===== src/cache_pkg.sv =====
package cache_pkg;

    typedef logic [31:0] word;
    typedef logic [3:0]  axi_id;
    typedef logic [3:0]  axi_len;    // AXI3 burst length field

    // read burst owners that the R channel checks again
    localparam axi_id axi_id_instr = 4'd0;
    localparam axi_id axi_id_data  = 4'd1;

    localparam int BYTE_OFFSET_BITS = 2;    // 4-byte beats

    localparam int LINE_WORDS_DEFAULT       = 16;
    localparam int ICACHE_LINES_DEFAULT     = 64;
    localparam int WRITE_FIFO_DEPTH_DEFAULT = 8;

endpackage

===== src/mem_read.sv =====
`timescale 1ns/1ps

module mem_read #(
    parameter int LINE_WORDS = cache_pkg::LINE_WORDS_DEFAULT
) (
    input  logic              i_clk,
    input  logic              i_rst,
    input  logic              i_refill_req,
    input  cache_pkg::word    i_refill_addr,
    output logic              o_fill_valid,
    output cache_pkg::word    o_fill_data,
    output logic              o_fill_last,
    input  logic              i_iu_req,
    input  cache_pkg::word    i_iu_addr,
    output logic              o_iu_valid,
    output cache_pkg::word    o_iu_data,
    input  logic              i_du_req,
    input  cache_pkg::word    i_du_addr,
    output logic              o_du_valid,
    output cache_pkg::word    o_du_data,
    input  logic              i_write_empty,
    output logic              o_idle,
    output cache_pkg::axi_id  o_arid,
    output cache_pkg::word    o_araddr,
    output cache_pkg::axi_len o_arlen,
    output logic              o_arvalid,
    input  logic              i_arready,
    input  cache_pkg::axi_id  i_rid,
    input  cache_pkg::word    i_rdata,
    input  logic              i_rlast,
    input  logic              i_rvalid,
    output logic              o_rready
);
    import cache_pkg::*;

    localparam axi_len LINE_LEN = axi_len'(LINE_WORDS - 1);

    typedef enum logic [1:0] {
        S_IDLE,
        S_AR,
        S_R
    } state_t;

    typedef enum logic [1:0] {
        SRC_FILL,
        SRC_IU,
        SRC_DU
    } src_t;

    state_t r_state;
    src_t   r_src;
    logic   r_busy;    // answer cycle
    logic   w_du_go;
    logic   w_beat;
    logic   w_done;

    assign w_du_go = i_du_req && i_write_empty;    // no read overtakes a posted write
    assign w_beat  = o_rready && i_rvalid && (i_rid == o_arid);
    assign w_done  = w_beat && i_rlast;

    assign o_rready     = (r_state == S_R);
    assign o_idle       = (r_state == S_IDLE) && !r_busy;
    assign o_fill_valid = w_beat && (r_src == SRC_FILL);
    assign o_fill_data  = i_rdata;
    assign o_fill_last  = i_rlast;

    always_ff @(posedge i_clk) begin
        if (i_rst) begin
            r_state    <= S_IDLE;
            r_busy     <= 1'b0;
            o_arvalid  <= 1'b0;
            o_iu_valid <= 1'b0;
            o_du_valid <= 1'b0;
        end else begin
            r_busy     <= 1'b0;
            o_iu_valid <= 1'b0;
            o_du_valid <= 1'b0;
            case (r_state)
                S_IDLE: begin
                    if (!r_busy && (w_du_go || i_refill_req || i_iu_req)) begin
                        r_state   <= S_AR;
                        o_arvalid <= 1'b1;
                    end
                end
                S_AR: begin
                    if (i_arready) begin
                        o_arvalid <= 1'b0;
                        r_state   <= S_R;
                    end
                end
                S_R: begin
                    if (w_done) begin
                        r_state    <= S_IDLE;
                        r_busy     <= 1'b1;
                        o_iu_valid <= (r_src == SRC_IU);
                        o_du_valid <= (r_src == SRC_DU);
                    end
                end
                default: r_state <= S_IDLE;
            endcase
        end
    end

    // data side first, refill before uncached fetch
    always_ff @(posedge i_clk) begin
        if (r_state == S_IDLE && !r_busy) begin
            if (w_du_go) begin
                r_src    <= SRC_DU;
                o_arid   <= axi_id_data;
                o_araddr <= i_du_addr;
                o_arlen  <= '0;
            end else if (i_refill_req) begin
                r_src    <= SRC_FILL;
                o_arid   <= axi_id_instr;
                o_araddr <= i_refill_addr;
                o_arlen  <= LINE_LEN;
            end else begin
                r_src    <= SRC_IU;
                o_arid   <= axi_id_instr;
                o_araddr <= i_iu_addr;
                o_arlen  <= '0;
            end
        end
        if (w_done && r_src == SRC_IU) begin
            o_iu_data <= i_rdata;
        end
        if (w_done && r_src == SRC_DU) begin
            o_du_data <= i_rdata;
        end
    end

endmodule


===== config.mk =====
export PLATFORM = sky130hd
export DESIGN_NAME = mem_read
export DESIGN_NICKNAME = d
export VERILOG_FILES = /design/src/cache_pkg.sv /design/src/mem_read.sv
export SDC_FILE = /design/constraint.sdc
export NUM_CORES = 1
export LEC_CHECK = 0
export ABC_AREA = 1
export BUFFER_PORTS_ARGS = -buffer_cell sky130_fd_sc_hd__buf_2
export CORE_MARGIN = 10
export CORE_UTILIZATION = 45
export CTS_CLUSTER_SIZE = 25
export DETAILED_ROUTE_END_ITERATION = 12
export PLACE_DENSITY = 0.86
export SYNTH_ARGS = -nofsm -noshare
export SYNTH_HDL_FRONTEND = slang
export SYNTH_SLANG_ARGS = --single-unit

===== constraint.sdc =====
create_clock -name i_clk -period 7.9 [get_ports i_clk]
set_input_delay 0.79 -clock i_clk [delete_from_list [all_inputs] [get_ports i_clk]]
set_output_delay 0.79 -clock i_clk [all_outputs]
set_load 0.03 [all_outputs]

==> summary.txt <==
Power and ir drop
  • Maximum VDD drop: 136 uV
  • PwrDens: 219 nW/um2
  • Static leakage: around 2.7 nW
  • Total Power: roughly 1.2 mW

Worst setup path
  • CP Capture Type: output pin
  • Crit-path cells: nor3_2 -> buf_4 -> buf_2
  • CP startpoint: r_state[1]$_SDFFE_PP0P_
  • Arrival time worst endpoint: approximately 2.1 ns
  • Worst-path fanout max: 30
  • Worst r2r src: r_state[1]$_SDFFE_PP0P_
  • CP Launch Type: flip-flop
  • Worst path required time: around 7.1 ns
  • CP peak stage delay: ~0.60 ns
  • WS Path Type: reg2out
  • Crit-path slowest cell: nor3_2

Synth
  • Syn avg cell area: around 13 um2
  • Post-Syn Instances: 330
  • Synth area leader: edfxtp_1
  • Yosys cell types: 16
  • Ys Warns: 0
  • Synth top area cells: edfxtp_1, nand2_1, buf_4
  • Top-area cell type share of the netlist area: 0.717
  • Sequential element share of the synthesized area: 0.746
  • #FFs+latches synth: ~110
  • Synthesized cell area: about 4200 um2

Clock tree
  • Clock-pin slew on the worst setup and hold paths: around 0.10 ns
  • Clock sinks: ~110
  • Clock root cell: clkbuf_8
  • Post-CTS Hold Buffers: 0
  • Resize count post-CTS: 0
  • H-tree depth: 3
  • Worst skew pair latency: about 0.35 ns
  • Clock Path Buffers: 2
  • TritonCTS Buffers: 9
  • CTS tree: built
  • Postcts setup bufs: 0

Cells and area
  • Non-Filler Instances: just under 700
  • Most frequent cells in the layout: buf_2, nand2_1, edfxtp_1
  • Final net count: 718
  • Layout area overhead: 34.6%
  • Commonest non-fill, non-tap cell in the layout: buf_2
  • Layout cells sized above 1: 0.524
  • N_diodes: 0

STA
  • Setup-failing EPs final: 0
  • Final hold vios: 0
  • Rel. slew slack: 0.187
  • Pins Over Slew Limit: 0
  • Tightest Pin Transition: approximately 1.2 ns
  • Final Skew: 0.00998 ns
  • RSZ-0062 raised after global routing: false
  • Fmax: around 350 MHz
  • Fin crit share: 0.359
  • Setup TNS: 0 ns
  • Min Tclk post-route: 2.84 ns

Detailed routing
  • Antenna viol nets, final: 0
  • 1st-iter DRT viols: ~180
  • Drt pass-1 iters: 4
  • Drt total wl: between 10000 and 15000 um
  • # DRC: 0
  • Via-per-instance ratio: approximately 4.8
  • Routed wire per std cell: 18.6 um
  • Vias: between 3000 and 4000

GRT
  • Largest net degree at the start of global routing: 35
  • Vias in the first global route: around 3400
  • Overall routing resource usage: 0.171
  • Grt met3 use: 0.0878
  • Initial antenna violation count: 0
  • Met2 global-route usage: 0.314
  • Most Crowded Layer GR: met2
  • Grt met1 use: 0.157
  • Grt ovf: 0
  • Global-route wire length before repair: ~18000 um

Place
  • PortBufs: between 200 and 300
  • Dpl hpwl: around 11000 um
  • Placed cells: between 600 and 700
  • GPL Wtd Cong: 0.870

Floorplan
  • Die height: around 120 um
  • Die ar.: 13600 um2
  • Count of boundary I/O pins: 284
  • Standard-cell rows: 35
  • Placeable core area: slightly above 9000 um2
  • Die Span X: around 120 um
  • Initial Util: 0.457

Worst hold path
  • HP Start: o_arvalid$_SDFFE_PP0P_
  • Hold Crit Class: reg2reg

Outcome
  • Status: finished, final reports clean

Run
  • # Max-Cap Violations: 0
-- final cells by class --
class | count | area (um2)
inverters | 14 | 52.6
repair buffers | 282 | 1420
multi-input cells | 164 | 687
clock inverters | 7 | 92.6
clock buffers | 9 | 124
well taps | 111 | 139
fillers | 666 | 3520
flip-flops and latches | 106 | 3120
-- cells in the mapped netlist (all sizes together) --
| master | number |
|---|---|
| nor3 | 2 |
| nand2 | 110 |
| nand3 | 36 |
| dfxtp | 6 |
| inv | 14 |
| edfxtp | 100 |
| nor2 | 10 |
| o21ai | 1 |
| a21oi | 2 |
| conb | 1 |
| buf | 48 |
-- sequential cells by signal, summed over array words and instances (netlist names) --
signal      cells
o_araddr       32
o_arid          1
o_arlen         1
o_arvalid       1
o_du_data      32
o_du_valid      1
o_iu_data      32
o_iu_valid      1
r_busy          1
r_src           2
r_state         2
-- stage by stage --
stage | util | setup WS (ns) | area, um2 | hold WS (ns)
global route | 0.616 | 4.87 | 5630 | 0.505
detailed placement | 0.592 | 5.24 | 5420 | 0.469
floorplan | - | 3.64 | 4190 | 0.501
CTS | 0.616 | 4.96 | 5630 | 0.484
global placement | 0.592 | 5.30 | 5420 | 0.453
finish | 0.616 | 5.06 | 5630 | 0.483
-- routing by layer --
| layer | part of all wire | vias to the layer above |
|---|---|---|
| met2 | 0.52 | 237 |
| met3 | 0.13 | 24 |
| met1 | 0.33 | 1520 |
| met5 | 0 | - |
| met4 | 0.019 | 0 |
| li1 | - | 1568 |
-- cells by family after synthesis --
family                 Yosys count  synth area share
AO/OA/AOI/OAI                    3           0.00359
other                            1          0.000896
buffers and inverters           62            0.0933
flip-flops                     106             0.746
AND/OR/NAND/NOR                158             0.156
-- critical path: cells and delay by family (launching register included) --
kind                   cells  cell delay (ns)
buffers and inverters      2             0.73
flip-flops                 1             0.35
AND/OR/NAND/NOR            1             0.60
-- where the power goes --
group	switching, mW	leakage, nW	internal [mW]
clock	0.194	0.109	0.156
sequential	0.00924	0.992	0.654
combinational	0.158	1.55	0.0645
-- worst paths after layout --
| check | slack (ns) | cells after the start | endpoint |
|---|---|---|---|
| hold / removal | 0.48 | 2 | o_arvalid$_SDFFE_PP0P_ |
| setup reg to reg | 5.73 | 6 | o_iu_data[9]$_DFFE_PP_ |
| hold reg to reg | 0.48 | 2 | o_arvalid$_SDFFE_PP0P_ |
| setup / recovery | 5.06 | 3 | o_idle |
Power figures use the tool's default switching activity.
