**src/cache_pkg.sv**
```systemverilog
package cache_pkg;

    typedef logic [31:0] word;
    typedef logic [3:0]  axi_id;
    typedef logic [3:0]  axi_len;    // AXI3 burst length field

    // read burst owners that the R channel checks again
    localparam axi_id axi_id_instr = 4'd0;
    localparam axi_id axi_id_data  = 4'd1;

    localparam int BYTE_OFFSET_BITS = 2;    // 4-byte beats

    localparam int LINE_WORDS_DEFAULT       = 16;
    localparam int ICACHE_LINES_DEFAULT     = 64;
    localparam int WRITE_FIFO_DEPTH_DEFAULT = 8;

endpackage
```
**src/mem_write.sv**
```systemverilog
`timescale 1ns/1ps

module mem_write #(
    parameter int WRITE_FIFO_DEPTH = cache_pkg::WRITE_FIFO_DEPTH_DEFAULT
) (
    input  logic           i_clk,
    input  logic           i_rst,
    input  logic           i_we,
    input  cache_pkg::word i_addr,
    input  cache_pkg::word i_data,
    input  logic [3:0]     i_strb,
    output logic           o_accept,
    output logic           o_empty,
    output cache_pkg::word o_awaddr,
    output logic           o_awvalid,
    input  logic           i_awready,
    output cache_pkg::word o_wdata,
    output logic [3:0]     o_wstrb,
    output logic           o_wvalid,
    input  logic           i_wready,
    input  logic           i_bvalid,
    output logic           o_bready
);
    import cache_pkg::*;

    localparam int                PTR_BITS   = $clog2(WRITE_FIFO_DEPTH);
    localparam logic [PTR_BITS:0] FULL_COUNT = (PTR_BITS + 1)'(WRITE_FIFO_DEPTH);
    localparam logic [PTR_BITS-1:0] LAST_SLOT = PTR_BITS'(WRITE_FIFO_DEPTH - 1);

    word                 r_addr_mem [WRITE_FIFO_DEPTH];
    word                 r_data_mem [WRITE_FIFO_DEPTH];
    logic [3:0]          r_strb_mem [WRITE_FIFO_DEPTH];
    logic [PTR_BITS-1:0] r_wr_ptr;
    logic [PTR_BITS-1:0] r_rd_ptr;
    logic [PTR_BITS:0]   r_count;
    logic                r_head_busy;    // head entry on the bus
    logic                w_push;
    logic                w_pop;

    assign w_push   = i_we && (r_count != FULL_COUNT) && !o_accept;
    assign w_pop    = o_bready && i_bvalid;
    assign o_empty  = (r_count == '0);
    assign o_bready = r_head_busy && !o_awvalid && !o_wvalid;
    assign o_awaddr = r_addr_mem[r_rd_ptr];
    assign o_wdata  = r_data_mem[r_rd_ptr];
    assign o_wstrb  = r_strb_mem[r_rd_ptr];

    always_ff @(posedge i_clk) begin
        if (i_rst) begin
            r_wr_ptr    <= '0;
            r_rd_ptr    <= '0;
            r_count     <= '0;
            r_head_busy <= 1'b0;
            o_awvalid   <= 1'b0;
            o_wvalid    <= 1'b0;
            o_accept    <= 1'b0;
        end else begin
            o_accept <= w_push;    // held back while full
            if (w_push) begin
                r_wr_ptr <= (r_wr_ptr == LAST_SLOT) ? '0 : r_wr_ptr + 1'b1;
            end
            if (w_pop) begin
                r_rd_ptr <= (r_rd_ptr == LAST_SLOT) ? '0 : r_rd_ptr + 1'b1;
            end
            if (w_push && !w_pop) begin
                r_count <= r_count + 1'b1;
            end else if (w_pop && !w_push) begin
                r_count <= r_count - 1'b1;
            end

            if (!r_head_busy && r_count != '0) begin
                r_head_busy <= 1'b1;
                o_awvalid   <= 1'b1;
                o_wvalid    <= 1'b1;
            end else begin
                if (o_awvalid && i_awready) begin
                    o_awvalid <= 1'b0;
                end
                if (o_wvalid && i_wready) begin
                    o_wvalid <= 1'b0;
                end
                if (w_pop) begin
                    r_head_busy <= 1'b0;    // entry retired on B
                end
            end
        end
    end

    always_ff @(posedge i_clk) begin
        if (w_push) begin
            r_addr_mem[r_wr_ptr] <= i_addr;
            r_data_mem[r_wr_ptr] <= i_data;
            r_strb_mem[r_wr_ptr] <= i_strb;
        end
    end

endmodule

```
**config.mk**
```make
export PLATFORM = sky130hd
export DESIGN_NAME = mem_write
export DESIGN_NICKNAME = d
export VERILOG_FILES = /design/src/cache_pkg.sv /design/src/mem_write.sv
export SDC_FILE = /design/constraint.sdc
export NUM_CORES = 1
export LEC_CHECK = 0
export BUFFER_PORTS_ARGS = -buffer_cell sky130_fd_sc_hd__buf_2
export CELL_PAD_IN_SITES_DETAIL_PLACEMENT = 1
export CELL_PAD_IN_SITES_GLOBAL_PLACEMENT = 1
export CORE_ASPECT_RATIO = 0.7
export CORE_MARGIN = 1
export CORE_UTILIZATION = 57
export DETAILED_ROUTE_END_ITERATION = 6
export PLACE_DENSITY = 0.87
export SYNTH_ARGS = -nofsm -noshare
export SYNTH_HDL_FRONTEND = slang
export SYNTH_SLANG_ARGS = --single-unit
```
**constraint.sdc**
```tcl
create_clock -name i_clk -period 16.6 [get_ports i_clk]
set_input_delay 3.32 -clock i_clk [delete_from_list [all_inputs] [get_ports i_clk]]
set_output_delay 3.32 -clock i_clk [all_outputs]
set_load 0.01 [all_outputs]
```
==> results of run 1 <==
==> registers in the layout (all words and copies together) (netlist names), 3 cells and up, named ones only <==
register    flops
r_addr_mem    256
r_count         4
r_data_mem    256
r_rd_ptr        3
r_strb_mem     32
r_wr_ptr        3
==> cells in the mapped netlist, types with 2 or more instances <==
| library cell | instances | area, µm² |
|---|---|---|
| nand3_1 | 3 | 15.0 |
| mux4_2 | 136 | 3060 |
| buf_2 | 17 | 85.1 |
| nor2_1 | 11 | 41.3 |
| mux2i_1 | 3 | 30.0 |
| nor2b_1 | 2 | 12.5 |
| nor3_1 | 3 | 15.0 |
| nor3b_1 | 4 | 30.0 |
| edfxtp_1 | 544 | 16300 |
| dfxtp_1 | 17 | 340 |
| nand2b_1 | 5 | 31.3 |
| clkbuf_1 | 16 | 60.1 |
| buf_6 | 5 | 56.3 |
| ha_1 | 7 | 87.6 |
| nand2_1 | 7 | 26.3 |
| buf_1 | 2 | 7.51 |
| mux2_2 | 69 | 777 |
| a21oi_1 | 9 | 45.0 |
==> cells by family after synthesis <==
logic type,Yosys count,share of synthesized area
xor gates and xnor gates,2,0.000827
adders and majority gates,8,0.00508
muxes,208,0.183
and+or+nand+nor,40,0.00993
AOI/OAI and AO/OA,12,0.00319
DFF,561,0.787
buffers and inverters,42,0.0108
==> path summary, 6_finish.rpt <==
path,end,depth (start not counted)
min,flop,2
max reg2reg,r_addr_mem[3][9],5
min reg2reg,flop,2
max,o_awaddr[10],5
==> final cells by class <==
type                       instances  area (µm²)
sequential                       561       16700
fill                            2898       12300
multi-input combinational        270        4320
clock buffer                      73        1400
timing repair buffer             165         873
tap                              480         601
clock inverter                    17        93.8
antenna                            3        7.51
inverter                           1        3.75
==> metal layers <==
layer | GRT usage | vias up
li1 | - | 4071
met1 | 0.322 | 5058
met2 | 0.398 | 264
met3 | 0.0422 | 49
met4 | 0.0455 | 2
met5 | 0 | -
==> per-stage QoR <==
stage               total power [mW]   util  instance area, µm²  hold slack, ns  worst slack (ns)
floorplan                       1.99      -               21200           0.433              7.21
global placement                2.11  0.620               22500           0.459             10.26
detailed placement              2.13  0.620               22500           0.464             10.20
CTS                             3.21  0.661               24000           0.473              9.60
global route                    3.28  0.661               24000           0.518              9.38
finish                          3.17  0.661               24000           0.476              9.70
==> critical path, cell delays in order, from the launching register on <==
cell     delay [ns]
dfxtp_4        0.54
buf_4          0.71
buf_4          0.68
mux4_2         0.59
mux2_2         0.29
buf_2          0.14
==> power groups by stage <==
stage	clock network (mW)	registers, mW	logic, mW
after floorplan	0	1.69	0.297
after global placement	0	1.69	0.420
after detailed placement	0	1.70	0.436
after CTS	1.10	1.67	0.439
after global routing	1.15	1.67	0.463
final	1.07	1.67	0.429
==> metrics.txt, run 1 <==
TritonCTS Sinks 561; outcome finished, final reports clean; Max Used Layer met5; commonest non-fill, non-tap cell in the layout edfxtp_1; number of hold buffers added after cts 0; clk_lat worst skew 0.57 ns; Post-DP HPWL 24.3 mm; drt pass-1 iters 5; LEAKAGE 7.59 nW; total CTS buffers 51; most frequent cells in the layout edfxtp_1 (544), buf_2 (146), mux4_2 (136); drc violations 0; crit-path max FO 41; endpoints failing setup 0; CTS tree built; clock transition at the registers of the reported paths 0.06 ns; crit path launch type flop; final number of hold-violating endpoints 0; DR WL met3 2.25 mm; H-Tree Depth 2; WS Path Type flop to output pin; Die Y 163 µm; # port buffers 146; fin cells 1570; HP Class flop to flop; Psw 0.735 mW; total vias in the final route 9444; die width 232 µm; Logic pwr share 0.135; vias per cell 6.02; largest net degree at the start of global routing 77; metal1 wirelength 18.1 mm; Pins Over Slew Limit 0; Post-CTS Setup Bufs 0; core area 0.0363 mm²; die area 0.0379 mm²; HP Start r_rd_ptr[2]; max_slew headroom 0.213; Max Clock Freq 145 MHz; 1st-iter DRT viols 791; row cnt 58; crit share post-route 0.416; Max VDD drop 101 µV; Period minus WS final 6.90 ns; setup_tns 0 ns; number of global-route vias before repair 10300; Post-synth EDFFs 544; Clock Tree Buf Depth 3; Worst Skew 0.0289 ns; predominant post-synthesis flop cell edfxtp_1; syn nets 955; register area share after synthesis 0.787; Flop pwr share 0.526; layout cells sized above 1 0.406; Synth Cell Area 0.0212 mm²; Arrival @ worst endpoint 3.58 ns; I/O pin total 147; clock share of power 0.339; Critical Path RT 13.28 ns; initial antenna violation count 4; placed cells 1477; average wire per standard cell 27.3 µm; Post-DRT Antenna Nets 0; Worst-Margin Slew 1.18 ns; Internal 2.44 mW; Mean Syn Cell Area 24.3 µm²; met2 wire len 22.0 mm; RSZ-0062 raised after global routing no; CP Capture Type output pin; Root Driver clkbuf_16; FF+latch count, synth 561; switching share of power 0.232; pwr dens 132 mW/mm²; gr ovfl total 0; Distinct cells, synth 31; Initial Util 0.584; nets 1132; routed wire length 42.9 mm; Tot GR Track Use 0.233; global-route wire length before repair 64.1 mm; R2R Setup Slk 13.31 ns; # resized after CTS 0; max-cap viol count 0; reg-to-reg startpoint r_count[0]; Syn Inst Count 873; Area Growth Syn to Fin 13.3%; Synthesis Warnings 0; routability congestion estimate 0.721; Async SR Flop Fraction 0
No activity file was read; power rests on OpenSTA's default activity.
==> inputs of run 2 (changes only) <==
--- a/config.mk
+++ b/config.mk
@@ -10,9 +10,9 @@
 export CELL_PAD_IN_SITES_GLOBAL_PLACEMENT = 1
 export CORE_ASPECT_RATIO = 0.7
 export CORE_MARGIN = 1
-export CORE_UTILIZATION = 57
+export CORE_UTILIZATION = 53
 export DETAILED_ROUTE_END_ITERATION = 6
-export PLACE_DENSITY = 0.87
+export PLACE_DENSITY = 0.82
 export SYNTH_ARGS = -nofsm -noshare
 export SYNTH_HDL_FRONTEND = slang
 export SYNTH_SLANG_ARGS = --single-unit
==> constraint.sdc (replaced) <==
create_clock -name i_clk -period 6.8 [get_ports i_clk]
set_input_delay 1.36 -clock i_clk [delete_from_list [all_inputs] [get_ports i_clk]]
set_output_delay 1.36 -clock i_clk [all_outputs]
set_load 0.01 [all_outputs]
==> run 2 against run 1 <==
Effect of this change: register-to-register slack worse by 9.4 ns; sequential power grew 140%; combinational power increased by 140%; sequential share of layout area decreased by 0.55 points; sequential cell count unchanged; clock power increased to 2.6 times the previous value; clock skew decreased by 0.019 ns; worst hold slack worse by 0.0057 ns; routed wire length grew 2.3%; cell count grew 2.9%; via count is 1.1% lower; first-iteration DRC count fell by 30%; largest power group unchanged; highest routed layer unchanged.
==> metrics.txt, run 2 (synthesis results as in run 1) <==
outcome finished, final reports clean; gr ovfl total 0; Internal 6.10 mW; Root Driver clkbuf_16; average wire per standard cell 27.1 µm; max_slew headroom 0.337; largest net degree at the start of global routing 81; # resized after CTS 0; endpoints failing setup 0; Max Clock Freq 219 MHz; CTS tree built; total power 7.93 mW; Reg area 0.0167 mm²; Arrival @ worst endpoint 3.21 ns; crit path launch type flop; initial antenna violation count 2; global-route wire length before repair 66.1 mm; Psw 1.83 mW; CP Capture Type output pin; clock share of power 0.354; Worst-Margin Slew 0.994 ns; R2R Setup Slk 3.88 ns; drc violations 0; Critical Path RT 5.44 ns; routability congestion estimate 0.700; drt pass-1 iters 4; Layout Utilization 0.622; Tot GR Track Use 0.224; reg-to-reg startpoint r_count[0]; Post-DP HPWL 24.8 mm; die area 0.0408 mm²; Initial Util 0.545; crit share post-route 0.672; placed cells 1523; crit path to o_wdata[31]; layout filler cell count 3198; Area Growth Syn to Fin 14.2%; total CTS buffers 51; Period minus WS final 4.57 ns; die width 241 µm; total vias in the final route 9344; # port buffers 146; reg2reg end r_addr_mem[3][21]; Logic pwr share 0.130; fin cells 1616; most frequent cells in the layout edfxtp_1 (544), buf_2 (146), mux4_2 (136); Multi-input gate area 0.00432 mm²; TritonCTS Sinks 561; Flop pwr share 0.516; Post-DRT Antenna Nets 0; Post-CTS Setup Bufs 0; Final Worst Setup Slack 2.23 ns; HP Class flop to flop; row cnt 60; max-cap viol count 0; WS Path Type flop to output pin; number of global-route vias before repair 10500; number of hold buffers added after cts 0; r2r worst-path depth 5; clk_lat worst skew 0.56 ns; pwr dens 328 mW/mm²; core area 0.0389 mm²; commonest non-fill, non-tap cell in the layout edfxtp_1; vias per cell 5.78; dpl ws 2.70 ns; switching share of power 0.230; biggest regs r_addr_mem x256, r_data_mem x256, r_strb_mem x32; final number of hold-violating endpoints 0; Clock Tree Buf Depth 3; LEAKAGE 7.66 nW; H-Tree Depth 2; nets 1131; layout cells sized above 1 0.413; RSZ-0062 raised after global routing no; clock transition at the registers of the reported paths 0.06 ns; I/O pin total 147; routed wire length 43.9 mm; Pins Over Slew Limit 0; Max VDD drop 224 µV; crit-path max FO 70; Die Y 169 µm; Worst Skew 0.00992 ns; 1st-iter DRT viols 556
## run 2: layout make-up
class | count | area share
clock buffers | 66 | 0.0569
flip-flops and latches | 561 | 0.690
clock inverters | 26 | 0.00989
well taps | 527 | 0.0273
repair buffers | 164 | 0.0368
multi-input cells | 270 | 0.179
inverters | 1 | 0.000155
diodes | 1 | 0.000104
## run 2: critical path, stage by stage, from the launching register on
cell,delay (ns)
dfxtp_4,0.97
buf_12,0.54
mux4_2,0.59
mux2_2,0.30
buf_2,0.15
## run 2: worst min-delay path by stage
stage                startpoint          end  slack, ns  cells after the start
floorplan           r_head_busy  r_head_busy       0.43                      2
global placement    r_head_busy  r_head_busy       0.45                      2
detailed placement  r_head_busy  r_head_busy       0.46                      2
CTS                 r_head_busy  r_head_busy       0.47                      2
global route        r_head_busy  r_head_busy       0.51                      2
finish              r_head_busy  r_head_busy       0.47                      2
## run 2: routing by layer
| metal | track usage | wire [µm] | vias to the layer above |
|---|---|---|---|
| met2 | 0.385 | 22500 | 193 |
| met4 | 0.0517 | 796 | 2 |
| li1 | - | - | 4058 |
| met5 | 0 | 17 | - |
| met1 | 0.296 | 18500 | 5023 |
| met3 | 0.0441 | 1980 | 68 |
## run 2: power by group through the flow
| stage | Clock (mW) | Combinational (mW) | Sequential [mW] |
|---|---|---|---|
| after floorplan | 0 | 0.725 | 4.13 |
| after global placement | 0 | 1.02 | 4.15 |
| after detailed placement | 0 | 1.05 | 4.17 |
| after CTS | 2.86 | 1.06 | 4.09 |
| after global routing | 2.97 | 1.13 | 4.11 |
| final | 2.80 | 1.03 | 4.09 |
## run 2: metrics by stage
step / hold WS (ns) / instance area [µm²] / setup TNS (ns)
after floorplan: 0.433 / 21200 / -200.89
after global placement: 0.453 / 22600 / 0
after detailed placement: 0.465 / 22600 / 0
after CTS: 0.474 / 24200 / 0
after global routing: 0.511 / 24200 / 0
final: 0.470 / 24200 / 0
